==> config.mk <==
export PLATFORM = sky130hd
export DESIGN_NAME = bcp_clause_top
export DESIGN_NICKNAME = d
export VERILOG_FILES = /design/src/bcp_pkg.sv /design/src/assign_decode.sv /design/src/bcp_clause_top.sv /design/src/clause_eval.sv /design/src/clause_report.sv /design/src/lit_cell.sv
export SDC_FILE = /design/constraint.sdc
export NUM_CORES = 1
export LEC_CHECK = 0
export BUFFER_PORTS_ARGS = -buffer_cell sky130_fd_sc_hd__buf_2
export CAP_MARGIN = 20
export CORE_MARGIN = 3
export CORE_UTILIZATION = 50
export CTS_CLUSTER_SIZE = 40
export DETAILED_ROUTE_END_ITERATION = 12
export GPL_TIMING_DRIVEN = 1
export PLACE_DENSITY = 0.79
export SKIP_CTS_REPAIR_TIMING = 1
export SLEW_MARGIN = 20
export SYNTH_ARGS = -nofsm -noshare
export SYNTH_HDL_FRONTEND = slang
export SYNTH_HIERARCHICAL = 1
export SYNTH_SLANG_ARGS = --single-unit
==> constraint.sdc <==
create_clock -name clk -period 5.2 [get_ports clk]
set_input_delay 0.78 -clock clk [delete_from_list [all_inputs] [get_ports clk]]
set_output_delay 0.78 -clock clk [all_outputs]
set_load 0.05 [all_outputs]
==> src/bcp_pkg.sv <==
package bcp_pkg;

	// Clause geometry
	localparam int NUM_LITS = 4;
	localparam int VAR_W    = 6;
	localparam int SLOT_W   = 2;
	localparam int CNT_W    = 2;

	typedef logic [VAR_W-1:0]  var_id_t;
	typedef logic [SLOT_W-1:0] slot_idx_t;
	typedef logic [CNT_W-1:0]  free_cnt_t; // 0, 1, 2 = two or more

	localparam free_cnt_t CNT_SAT = 2'd2; // Saturation point of the free count

	// Value code shared by variables and literals
	typedef enum logic [1:0] {
		LV_FREE     = 2'd0,
		LV_FALSE    = 2'd1,
		LV_TRUE     = 2'd2,
		LV_CONFLICT = 2'd3
	} lit_val_e;

	typedef enum logic [1:0] {
		CS_OPEN     = 2'd0,
		CS_SAT      = 2'd1,
		CS_UNIT     = 2'd2,
		CS_CONFLICT = 2'd3
	} clause_state_e;

	typedef enum logic {
		IDLE = 1'b0,
		HELD = 1'b1
	} rpt_state_e;

	// Binding of one clause slot
	typedef struct packed {
		var_id_t vid;
		logic    neg; // Literal is the negated variable
	} slot_cfg_t;

	// Per-slot write, value in bits [2:1] and strobe in bit 0
	typedef struct packed {
		lit_val_e val;
		logic     wr;
	} lit_wr_t;

	typedef struct packed {
		clause_state_e state;
		slot_idx_t     slot; // Free slot, meaningful for CS_UNIT
	} clause_res_t;

endpackage

==> src/assign_decode.sv <==
`timescale 1ns/1ps

module assign_decode import bcp_pkg::*;
(
	input  logic      clk,
	input  logic      rst_i,
	input  logic      cfg_wr_i,
	input  slot_idx_t cfg_slot_i,
	input  var_id_t   cfg_var_i,
	input  logic      cfg_neg_i,
	input  logic      asg_wr_i,
	input  var_id_t   asg_var_i,
	input  lit_val_e  asg_val_i,
	output slot_cfg_t slot_cfg_o [NUM_LITS],
	output lit_wr_t   lit_wr_o [NUM_LITS]
);

	slot_cfg_t slot_cfg_q [NUM_LITS];
	lit_wr_t   lit_wr_q [NUM_LITS];
	lit_wr_t   lit_wr_d [NUM_LITS];

	// Negation swaps true and false, free and conflict pass unchanged
	function automatic lit_val_e apply_pol(input lit_val_e v, input logic neg);
		lit_val_e r;
		r = v;
		if (neg && v == LV_TRUE)
		begin
			r = LV_FALSE;
		end
		else if (neg && v == LV_FALSE)
		begin
			r = LV_TRUE;
		end
		return r;
	endfunction

	// Next write per slot, configuration has priority
	always_comb
	begin
		for (int i = 0; i < NUM_LITS; i++)
		begin
			lit_wr_d[i].wr  = 1'b0;
			lit_wr_d[i].val = LV_FREE;
			if (cfg_wr_i && cfg_slot_i == slot_idx_t'(i))
			begin
				lit_wr_d[i].wr = 1'b1; // Rebinding frees the literal
			end
			else if (asg_wr_i && slot_cfg_q[i].vid == asg_var_i)
			begin
				lit_wr_d[i].wr  = 1'b1;
				lit_wr_d[i].val = apply_pol(asg_val_i, slot_cfg_q[i].neg);
			end
		end
	end

	always_ff @(posedge clk)
	begin
		if (rst_i)
		begin
			for (int i = 0; i < NUM_LITS; i++)
			begin
				slot_cfg_q[i] <= '0; // Variable 0, not negated
				lit_wr_q[i]   <= '0;
			end
		end
		else
		begin
			if (cfg_wr_i)
			begin
				slot_cfg_q[cfg_slot_i] <= '{vid: cfg_var_i, neg: cfg_neg_i};
			end
			lit_wr_q <= lit_wr_d;
		end
	end

	assign slot_cfg_o = slot_cfg_q;
	assign lit_wr_o   = lit_wr_q;

endmodule

==> src/bcp_clause_top.sv <==
`timescale 1ns/1ps

module bcp_clause_top import bcp_pkg::*;
(
	input  logic          clk,
	input  logic          rst_i,
	input  logic          cfg_wr_i,
	input  slot_idx_t     cfg_slot_i,
	input  var_id_t       cfg_var_i,
	input  logic          cfg_neg_i,
	input  logic          asg_wr_i,
	input  var_id_t       asg_var_i,
	input  lit_val_e      asg_val_i,
	output clause_state_e clause_state_o,
	output logic          imp_o,
	output var_id_t       imp_var_o,
	output lit_val_e      imp_val_o,
	output logic          conflict_o
);

	lit_wr_t     lit_wr [NUM_LITS];
	slot_cfg_t   slot_cfg [NUM_LITS];
	clause_res_t res;

	// Slot table and literal writes
	assign_decode u_decode (
		.clk        (clk),
		.rst_i      (rst_i),
		.cfg_wr_i   (cfg_wr_i),
		.cfg_slot_i (cfg_slot_i),
		.cfg_var_i  (cfg_var_i),
		.cfg_neg_i  (cfg_neg_i),
		.asg_wr_i   (asg_wr_i),
		.asg_var_i  (asg_var_i),
		.asg_val_i  (asg_val_i),
		.slot_cfg_o (slot_cfg),
		.lit_wr_o   (lit_wr)
	);

	clause_eval u_eval (
		.clk      (clk),
		.rst_i    (rst_i),
		.lit_wr_i (lit_wr),
		.res_o    (res)
	);

	clause_report u_report (
		.clk            (clk),
		.rst_i          (rst_i),
		.res_i          (res),
		.slot_cfg_i     (slot_cfg),
		.clause_state_o (clause_state_o),
		.imp_o          (imp_o),
		.imp_var_o      (imp_var_o),
		.imp_val_o      (imp_val_o),
		.conflict_o     (conflict_o)
	);

endmodule

==> src/clause_eval.sv <==
`timescale 1ns/1ps

module clause_eval import bcp_pkg::*;
(
	input  logic        clk,
	input  logic        rst_i,
	input  lit_wr_t     lit_wr_i [NUM_LITS],
	output clause_res_t res_o
);

	free_cnt_t cnt_chain [NUM_LITS+1];
	logic      sat_chain [NUM_LITS+1];
	logic      ff_chain [NUM_LITS+1];
	lit_val_e  lit_val [NUM_LITS];
	logic      cclause [NUM_LITS];
	logic      any_cc;
	slot_idx_t free_slot;

	// Chain head
	assign cnt_chain[0] = '0;
	assign sat_chain[0] = 1'b0;
	assign ff_chain[0]  = 1'b0;

	for (genvar i = 0; i < NUM_LITS; i++)
	begin : g_cell
		lit_cell u_cell (
			.clk               (clk),
			.rst_i             (rst_i),
			.wr_i              (lit_wr_i[i]),
			.freelitcnt_pre_i  (cnt_chain[i]),
			.freelitcnt_next_o (cnt_chain[i+1]),
			.sat_pre_i         (sat_chain[i]),
			.sat_o             (sat_chain[i+1]),
			.first_free_pre_i  (ff_chain[i]),
			.first_free_o      (ff_chain[i+1]),
			.lit_val_o         (lit_val[i]),
			.cclause_o         (cclause[i])
		);
	end

	// First free slot is free with no free slot below it
	always_comb
	begin
		free_slot = '0;
		any_cc    = 1'b0;
		for (int i = 0; i < NUM_LITS; i++)
		begin
			if (lit_val[i] == LV_FREE && !ff_chain[i])
			begin
				free_slot = slot_idx_t'(i);
			end
			any_cc = any_cc | cclause[i];
		end
	end

	always_comb
	begin
		res_o.slot = free_slot;
		if (sat_chain[NUM_LITS])
		begin
			res_o.state = CS_SAT;
		end
		else if (!ff_chain[NUM_LITS] || any_cc) // No free literal left, or a bad code
		begin
			res_o.state = CS_CONFLICT;
		end
		else if (cnt_chain[NUM_LITS] == free_cnt_t'(1))
		begin
			res_o.state = CS_UNIT;
		end
		else
		begin
			res_o.state = CS_OPEN;
		end
	end

endmodule

==> src/clause_report.sv <==
`timescale 1ns/1ps

module clause_report import bcp_pkg::*;
(
	input  logic          clk,
	input  logic          rst_i,
	input  clause_res_t   res_i,
	input  slot_cfg_t     slot_cfg_i [NUM_LITS],
	output clause_state_e clause_state_o,
	output logic          imp_o,
	output var_id_t       imp_var_o,
	output lit_val_e      imp_val_o,
	output logic          conflict_o
);

	clause_state_e state_q;
	rpt_state_e    rpt_q;
	rpt_state_e    rpt_d;
	logic          evt;
	logic          fire;
	logic          imp_q;
	logic          cfl_q;
	var_id_t       imp_var_q;
	lit_val_e      imp_val_q;

	assign evt = (res_i.state == CS_UNIT) || (res_i.state == CS_CONFLICT);

	// HELD while a reported state persists
	always_comb
	begin
		fire  = 1'b0;
		rpt_d = rpt_q;
		case (rpt_q)
			IDLE:
			begin
				fire  = evt;
				rpt_d = evt ? HELD : IDLE;
			end
			HELD:
			begin
				if (res_i.state != state_q)
				begin
					fire  = evt; // Direct move between unit and conflict
					rpt_d = evt ? HELD : IDLE;
				end
			end
			default: rpt_d = IDLE;
		endcase
	end

	always_ff @(posedge clk)
	begin
		if (rst_i)
		begin
			state_q   <= CS_OPEN;
			rpt_q     <= IDLE;
			imp_q     <= 1'b0;
			cfl_q     <= 1'b0;
			imp_var_q <= '0;
			imp_val_q <= LV_FREE;
		end
		else
		begin
			state_q <= res_i.state;
			rpt_q   <= rpt_d;
			imp_q   <= fire && (res_i.state == CS_UNIT);
			cfl_q   <= fire && (res_i.state == CS_CONFLICT);
			if (fire && res_i.state == CS_UNIT)
			begin
				// Value that makes the free literal true
				imp_var_q <= slot_cfg_i[res_i.slot].vid;
				imp_val_q <= slot_cfg_i[res_i.slot].neg ? LV_FALSE : LV_TRUE;
			end
		end
	end

	assign clause_state_o = state_q;
	assign imp_o          = imp_q;
	assign imp_var_o      = imp_var_q;
	assign imp_val_o      = imp_val_q;
	assign conflict_o     = cfl_q;

endmodule

==> src/lit_cell.sv <==
`timescale 1ns/1ps

module lit_cell import bcp_pkg::*;
(
	input  logic      clk,
	input  logic      rst_i,
	input  lit_wr_t   wr_i,
	input  free_cnt_t freelitcnt_pre_i,
	output free_cnt_t freelitcnt_next_o,
	input  logic      sat_pre_i,
	output logic      sat_o,
	input  logic      first_free_pre_i,
	output logic      first_free_o,
	output lit_val_e  lit_val_o,
	output logic      cclause_o
);

	lit_val_e lit_q;
	logic     is_free;
	logic     is_true;

	// Literal storage, free after reset
	always_ff @(posedge clk)
	begin
		if (rst_i)
		begin
			lit_q <= LV_FREE;
		end
		else if (wr_i.wr)
		begin
			lit_q <= wr_i.val;
		end
	end

	assign is_free = (lit_q == LV_FREE);
	assign is_true = (lit_q == LV_TRUE);

	// Free count, saturating at two
	always_comb
	begin
		if (is_free && freelitcnt_pre_i != CNT_SAT)
		begin
			freelitcnt_next_o = freelitcnt_pre_i + free_cnt_t'(1);
		end
		else
		begin
			freelitcnt_next_o = freelitcnt_pre_i;
		end
	end

	assign sat_o        = sat_pre_i | is_true;
	assign first_free_o = first_free_pre_i | is_free; // Some slot up to here is free
	assign cclause_o    = (lit_q == LV_CONFLICT);
	assign lit_val_o    = lit_q;

endmodule

==> impl_metrics.py, run 1 <==
metrics = {
    "run_status": {
        "status": "finished, final reports clean",
    },
    "routing": {
        "num_vias": 2363,
        "routed.top_layer": "met4",
        "dr_wl_met2_mm": 3.25,
        "met3_length_um": 294,
        "ant_nets": 0,
        "met1_length_mm": 2.83,
        "viasPerCell": 5.53,
        "drtIter0Drc": 77,
        "firstDrtPassIters": 4,
        "drc": 0,
        "wl_per_cell_um": 15.3,
        "routed_wl_mm": 6.55,
    },
    "cts": {
        "clock-sinks": 61,
        "clk_latency_ns": 0.35,
        "cts.clk_slew.worst_paths_ns": 0.07,
        "root_buffer": "clkbuf_8",
        "htreeDepth": 3,
        "clk_path_buf_depth": 2,
        "cts_tree": "yes",
        "cts_buffers": 9,
    },
    "timing": {
        "worst_slew_pin_slew_ns": 1.04,
        "worst_slack_ns": 1.33,
        "period_share_pct": 74.5,
        "fin_tns_setup_ns": 0,
        "period_needed_ns": 3.87,
        "timing.fmax_mhz": 258,
        "final-hold-violation-count": 0,
        "fin_worst_skew_ns": 0.00807,
        "drv_slew": 0,
        "rsz0062_at_grt": "no",
        "slew_headroom_pct": 30.6,
        "finalSetupViolCount": 0,
    },
    "worst_setup_path": {
        "crit_arrival_ns": 4.13,
        "crit_fanout": 9,
        "crit_chain": "nor3_2, xnor2_1, inv_1, ha_1, mux2i_1, ha_1, nor3_2, xnor2_1, inv_1, ha_1, nor3_2, mux2i_1, nand2b_1, a31oi_1, nor2b_1, a21oi_1, a311oi_2",
        "crit_required_ns": 5.46,
        "worst_r2r_path_depth": 17,
        "timing.rr.start": "u_eval/g_cell[0].u_cell/lit_val_o[0]",
        "end_kind": "flip-flop",
        "critPathLaunchType": "flip-flop",
        "cp_num_buf_inv": 2,
        "worst-path-stages": 17,
        "r2r-end": "u_report/imp_val_o[1]",
        "cp_top_family": "simple AND/OR/NAND/NOR gates",
        "critPathMaxStageDelay_ns": 0.54,
        "cp_slowest_cell": "nor2b_1",
        "critPathLaunch": "u_eval/g_cell[0].u_cell/lit_val_o[0]",
        "path_class": "reg -> reg",
        "crit_end": "u_report/imp_val_o[1]",
        "regToRegSetupSlack_ns": 1.33,
    },
    "floorplan": {
        "die_h_um": 84.2,
        "core_um2": 5710,
        "fp-row-count": 27,
        "die_w_um": 84.2,
        "start_util_pct": 53.5,
        "ios": 33,
        "dieArea_um2": 7090,
    },
    "global_routing": {
        "grt_usage_pct": 19.2,
        "grt_pass1_vias": 2316,
        "grt_start_max_net_pins": 54,
        "grt_overflow": 0,
        "grt_pass1_wl_mm": 10.8,
        "antenna_found_initial": 0,
    },
    "yosys": {
        "synthXorXnorAreaFrac_pct": 7.74,
        "ys_warn_count": 6,
        "synth_area_per_cell_um2": 9.52,
        "synth_top_cell_by_area": "dfxtp_1",
        "synth.area.mux_share_pct": 18.6,
        "synth_ff_type": "dfxtp_1",
        "synth-compound-area-share_pct": 8.84,
        "synth-edff-count": 0,
        "synthArstFlopShare_pct": 0,
        "synth_adder_area_share_pct": 1.64,
        "synth_top_family_by_area": "multiplexers",
        "synth_cells": 321,
        "ys_top_cells_by_area": "dfxtp_1 40%, mux2i_1 13%, xnor2_1 7.7%, mux4_2 5.2%, nor2_1 3.7%",
        "synthDistinctLibCells": 40,
        "synth_top_cell_area_share_pct": 40.0,
        "ys_ff_latch": 61,
        "synth-simple-area-share_pct": 17.6,
        "netlist_area_um2": 3060,
        "ys_seq_area_share_pct": 40.0,
    },
    "worst_hold_path": {
        "hold_depth": 2,
        "min_path_type": "reg -> reg",
    },
    "power_and_ir_drop": {
        "leakage_nw": 1.43,
        "ir_worst_vdd_mv": 0.272,
        "power_density_nw_per_um2": 359,
    },
    "place": {
        "port_buffers": 32,
        "pre_cts_ws_ns": 1.36,
        "dp_hpwl_mm": 4.63,
        "placed_cell_area_um2": 3230,
        "globalplace.congestion": 0.924,
    },
    "finish": {
        "final_nets": 375,
        "drive_above_1_share_pct": 19.2,
        "layout_common_cells": "61 x dfxtp_1, 41 x mux2i_1, 32 x buf_2",
        "synthToLayoutAreaGrowth_pct": 14.2,
        "diodes": 0,
        "final_area_um2": 3490,
        "final_common_cell": "dfxtp_1",
    },
    "flow_run": {
        "maxCapViolCount": 0,
    },
}
==> flip-flops by register name, indices dropped and copies added, names as in the netlist <==
| name | count |
|---|---|
| u_report/imp_var_o | 6 |
| u_eval/g_cell.u_cell/lit_val_o | 8 |
| u_decode/slot_cfg_o | 28 |
| u_report/imp_o | 1 |
| u_report/rpt_q | 1 |
| u_report/imp_val_o | 2 |
| u_report/clause_state_o | 2 |
| u_decode/lit_wr_o | 12 |
| u_report/conflict_o | 1 |
==> worst register-to-register path, cell delays in order (launching register included) <==
cell and delay, ns:
dfxtp_1 0.34, nor3_2 0.26, xnor2_1 0.14, inv_1 0.08
ha_1 0.30, mux2i_1 0.19, ha_1 0.20, nor3_2 0.06
xnor2_1 0.14, inv_1 0.08, ha_1 0.21, nor3_2 0.19
mux2i_1 0.11, nand2b_1 0.16, a31oi_1 0.37, nor2b_1 0.54
a21oi_1 0.17, a311oi_2 0.26
==> per-layer routing <==
layer  vias up  track usage (%)
li1       1163                -
met1      1121             21.1
met3        19             5.30
met2        60             33.6
met4         0             10.2
met5         -                0
==> cells by family (layout without fill, tap and decap cells) <==
| group | Yosys count | in the layout |
|---|---|---|
| AND/OR/NAND/NOR | 102 | 102 |
| flip-flops | 61 | 61 |
| multiplexers | 48 | 48 |
| AO/OA/AOI/OAI | 43 | 43 |
| buffers and inverters | 35 | 65 |
| XOR/XNOR | 27 | 27 |
| adder cells (fa/ha/maj) | 4 | 4 |
| other | 1 | 5 |
==> stage by stage <==
stage	instances	utilization (%)	power, mW	hold slack, ns
after floorplan	325	-	0.678	0.440
after global placement	411	56.6	0.711	0.450
after detailed placement	411	56.6	0.723	0.459
after CTS	427	61.1	1.26	0.472
after global routing	427	61.1	1.30	0.478
final	427	61.1	1.25	0.470
==> layout make-up <==
cell class / count / area (um2)
multi-input cells: 229 / 1690
well taps: 72 / 90.1
fillers: 474 / 2220
clock buffers: 13 / 169
inverters: 15 / 56.3
flip-flops and latches: 61 / 1220
clock inverters: 3 / 90.1
repair buffers: 34 / 175
==> Yosys cell counts (all sizes together), types with 3 or more instances <==
| cell type | number |
|---|---|
| nor2 | 30 |
| a21oi | 15 |
| nor3 | 8 |
| nand3 | 12 |
| and2 | 4 |
| nor2b | 4 |
| o21ai | 8 |
| nor4 | 8 |
| nand4 | 5 |
| a31oi | 3 |
| inv | 15 |
| nand2 | 18 |
| mux2i | 41 |
| mux4 | 7 |
| xnor2 | 27 |
| o31ai | 3 |
| nand2b | 5 |
| nand3b | 4 |
| clkbuf | 13 |
| ha | 4 |
| o21bai | 4 |
| buf | 7 |
| dfxtp | 61 |
| a21o | 5 |
==> report_power, final <==
part           switching (mW)  internal [mW]  total, mW  leakage (nW)
clock                   0.181          0.358      0.539         0.130
sequential             0.0162          0.487      0.503         0.494
combinational           0.129         0.0836      0.212         0.807
==> worst min path at each step <==
stage / slack (ns) / from / endpoint
after detailed placement: 0.46 / u_decode/lit_wr_o[11] / u_eval/g_cell[0].u_cell/lit_val_o[1]
after global routing: 0.48 / u_decode/lit_wr_o[8] / u_eval/g_cell[1].u_cell/lit_val_o[1]
after CTS: 0.47 / u_decode/lit_wr_o[8] / u_eval/g_cell[1].u_cell/lit_val_o[1]
after floorplan: 0.44 / u_decode/lit_wr_o[10] / u_eval/g_cell[0].u_cell/lit_val_o[0]
after global placement: 0.45 / u_decode/lit_wr_o[2] / u_eval/g_cell[3].u_cell/lit_val_o[1]
final: 0.47 / u_decode/lit_wr_o[8] / u_eval/g_cell[1].u_cell/lit_val_o[1]
Power figures use the tool's default switching activity.
==> run 2: changes to the inputs <==
--- a/config.mk
+++ b/config.mk
@@ -5,6 +5,7 @@
 export SDC_FILE = /design/constraint.sdc
 export NUM_CORES = 1
 export LEC_CHECK = 0
+export ABC_AREA = 1
 export BUFFER_PORTS_ARGS = -buffer_cell sky130_fd_sc_hd__buf_2
 export CAP_MARGIN = 20
 export CORE_MARGIN = 3
@@ -12,7 +13,7 @@
 export CTS_CLUSTER_SIZE = 40
 export DETAILED_ROUTE_END_ITERATION = 12
 export GPL_TIMING_DRIVEN = 1
-export PLACE_DENSITY = 0.79
+export PLACE_DENSITY = 0.81
 export SKIP_CTS_REPAIR_TIMING = 1
 export SLEW_MARGIN = 20
 export SYNTH_ARGS = -nofsm -noshare
==> constraint.sdc (replaced) <==
create_clock -name clk -period 3.1 [get_ports clk]
set_input_delay 0.465 -clock clk [delete_from_list [all_inputs] [get_ports clk]]
set_output_delay 0.465 -clock clk [all_outputs]
set_load 0.05 [all_outputs]
==> impl_metrics.py, run 2 <==
metrics = {
    "run_status": {
        "status": "finished, final reports clean",
    },
    "finish": {
        "final_common_cell": "nand2_1",
        "final_nets": 593,
        "synthToLayoutAreaGrowth_pct": 16.3,
        "final_cells": 648,
        "layout_common_cells": "135 x nand2_1, 74 x nor2_1, 73 x inv_1",
        "drive_above_1_share_pct": 19.2,
        "diodes": 0,
        "nFillCells": 572,
        "postLayoutCoreUtil_pct": 62.2,
        "largest_reg_flops": 28,
    },
    "timing": {
        "whs_ns": 0.409,
        "timing.fmax_mhz": 345,
        "finalSetupViolCount": 0,
        "drv_slew": 0,
        "period_share_pct": 93.6,
        "period_needed_ns": 2.90,
        "final-hold-violation-count": 0,
        "slew_headroom_pct": 58.8,
        "worst_slew_pin_slew_ns": 0.614,
        "fin_tns_setup_ns": 0,
        "fin_worst_skew_ns": 0.00650,
    },
    "global_routing": {
        "busiest_layer": "met2",
        "grt_pass1_wl_mm": 12.9,
        "grt_pass1_vias": 2946,
        "gr-usage-met3_pct": 6.53,
        "use_met1_pct": 27.1,
        "grt_start_max_net_pins": 30,
        "antenna_found_initial": 0,
        "use_met2_pct": 35.5,
        "grt_usage_pct": 21.4,
        "grt_overflow": 0,
    },
    "yosys": {
        "ys_ff_latch": 61,
        "synthTopCellsByCount": "140 x nand2_1, 78 x inv_1, 78 x nor2_1, 61 x dfxtp_1, 39 x a21oi_1",
        "synth_area_per_cell_um2": 6.29,
        "ys_warn_count": 6,
        "synth_top_cell_by_area": "dfxtp_1",
        "synthDistinctLibCells": 26,
        "netlist_area_um2": 3300,
        "synth_top_cell_area_share_pct": 37.0,
        "synth_cells": 524,
        "synth_ff_type": "dfxtp_1",
        "ys_top_cells_by_area": "dfxtp_1 37%, nand2_1 16%, inv_1 8.9%, nor2_1 8.9%, a21oi_1 5.9%",
        "ys_seq_area_share_pct": 37.0,
        "synth.most_common_cell": "nand2_1",
        "synthArstFlopShare_pct": 0,
        "synth-edff-count": 0,
    },
    "worst_setup_path": {
        "critPathMaxStageDelay_ns": 0.33,
        "cp_slowest_cell": "dfxtp_2",
        "end_kind": "flip-flop",
        "cp_top_family": "simple AND/OR/NAND/NOR gates",
        "critPathLaunchType": "flip-flop",
        "cp_num_buf_inv": 4,
        "worst_r2r_path_depth": 25,
        "crit_required_ns": 3.34,
        "timing.rr.start": "u_eval/g_cell[0].u_cell/lit_val_o[1]",
        "regToRegSetupSlack_ns": 0.20,
        "r2r-end": "u_report/imp_var_o[3]",
        "crit_arrival_ns": 3.14,
        "cpMostUsedCell": "nand2_1",
        "path_class": "reg -> reg",
        "crit_fanout": 8,
    },
    "power_and_ir_drop": {
        "ir_worst_vdd_mv": 0.457,
        "power_density_nw_per_um2": 544,
        "pwr-share-comb_pct": 22.8,
        "seqPwrFrac_pct": 41.0,
        "totalPowerFinal_mw": 2.09,
        "pwr-share-clk_pct": 36.2,
        "p_sw_uw": 651,
        "power.internal_mw": 1.44,
        "p_sw_share_pct": 31.2,
        "leakage_nw": 1.86,
    },
    "cts": {
        "htreeDepth": 3,
        "clock-sinks": 61,
        "clk_path_buf_depth": 2,
        "root_buffer": "clkbuf_8",
        "clk_latency_ns": 0.34,
        "cts.clk_slew.worst_paths_ns": 0.07,
        "cts_buffers": 9,
        "cts_tree": "yes",
    },
    "routing": {
        "ant_nets": 0,
        "firstDrtPassIters": 5,
        "routed_wl_mm": 7.70,
        "wl_per_cell_um": 11.9,
        "viasPerCell": 5.03,
        "num_vias": 3262,
        "drtIter0Drc": 217,
        "drc": 0,
    },
    "worst_hold_path": {
        "worstHoldEndpoint": "u_decode/slot_cfg_o[0]",
        "hold_start": "cfg_neg_i",
        "hold_depth": 3,
        "min_path_type": "in -> reg",
    },
    "floorplan": {
        "core_um2": 6170,
        "die_w_um": 87.2,
        "dieArea_um2": 7610,
        "fp-row-count": 28,
        "start_util_pct": 53.5,
        "die_h_um": 87.2,
        "ios": 33,
    },
    "place": {
        "place_inst": 628,
        "globalplace.congestion": 0.966,
        "dp_hpwl_mm": 5.47,
        "port_buffers": 32,
    },
    "flow_run": {
        "maxCapViolCount": 0,
    },
}
run 2: changes by cell type after synthesis, moves of 7 or more:
cell	before	now
a21oi_1	15	39
nor4_1	8	0
nor2_1	30	78
inv_1	15	78
inv_2	0	12
o21ai_1	0	17
mux4_2	7	0
nand2_1	18	140
mux2i_1	41	1
o21ai_0	8	27
xnor2_1	27	0
nor2_2	0	9
clkbuf_1	12	0
run 2: through the flow:
stage / area [um2] / setup slack [ns]
after floorplan: 3320 / 0.0566
after global placement: 3510 / 0.0155
after detailed placement: 3510 / -0.254
after CTS: 3730 / -0.271
after global routing: 3830 / -0.0387
final: 3830 / 0.199
run 2: final cells by class:
cell class              count  area [um2]  area share, %
clock buffers               9         124           3.23
clock inverters             7        90.1           2.35
inverters                  90         338           8.81
repair buffers             39         213           5.55
multi-input cells         367        1750           45.7
well taps                  75        93.8           2.45
flip-flops and latches     61        1220           31.9
run 2: logic make-up (layout without fill, tap and decap cells):
group                    Yosys count  count (layout)  share of synthesized area, %
flip-flops                        61              61                          37.0
AO/OA/AOI/OAI                     96              96                          15.4
buffers and inverters            102             145                          12.9
multiplexers                       1               1                         0.304
other                              1               6                         0.114
adder cells (fa/ha/maj)            4               4                          1.52
AND/OR/NAND/NOR                  259             260                          32.7
run 2: power groups by stage:
stage	clock [mW]	sequential, mW	combinational [mW]
after detailed placement	0	0.872	0.411
after floorplan	0	0.941	0.253
final	0.755	0.855	0.476
after global routing	0.803	0.860	0.535
after CTS	0.769	0.855	0.413
after global placement	0	0.871	0.394
run 2: per-layer routing:
| layer | up-vias | part of all wire, % |
|---|---|---|
| li1 | 1693 | - |
| met1 | 1474 | 45 |
| met2 | 90 | 47 |
| met3 | 5 | 7.3 |
| met4 | 0 | 0.77 |
| met5 | - | 0 |
run 2: tightest hold or removal path: cells and delay by family:
kind	cells	cell delay [ns]
simple gates	2	0.13
buf+inv	1	0.11
run 2: worst max path at each step:
stage	endpoint	slack (ns)	cells after the start	from
floorplan	u_report/imp_var_o[0]	0.06	28	u_eval/g_cell[0].u_cell/lit_val_o[0]
global placement	u_report/imp_var_o[4]	0.02	27	u_eval/g_cell[0].u_cell/lit_val_o[0]
detailed placement	u_report/imp_var_o[2]	-0.25	27	u_eval/g_cell[0].u_cell/lit_val_o[0]
CTS	u_report/imp_var_o[2]	-0.27	28	u_eval/g_cell[0].u_cell/lit_val_o[0]
global route	u_report/imp_var_o[5]	-0.04	26	u_eval/g_cell[0].u_cell/lit_val_o[1]
finish	u_report/imp_var_o[3]	0.20	25	u_eval/g_cell[0].u_cell/lit_val_o[1]
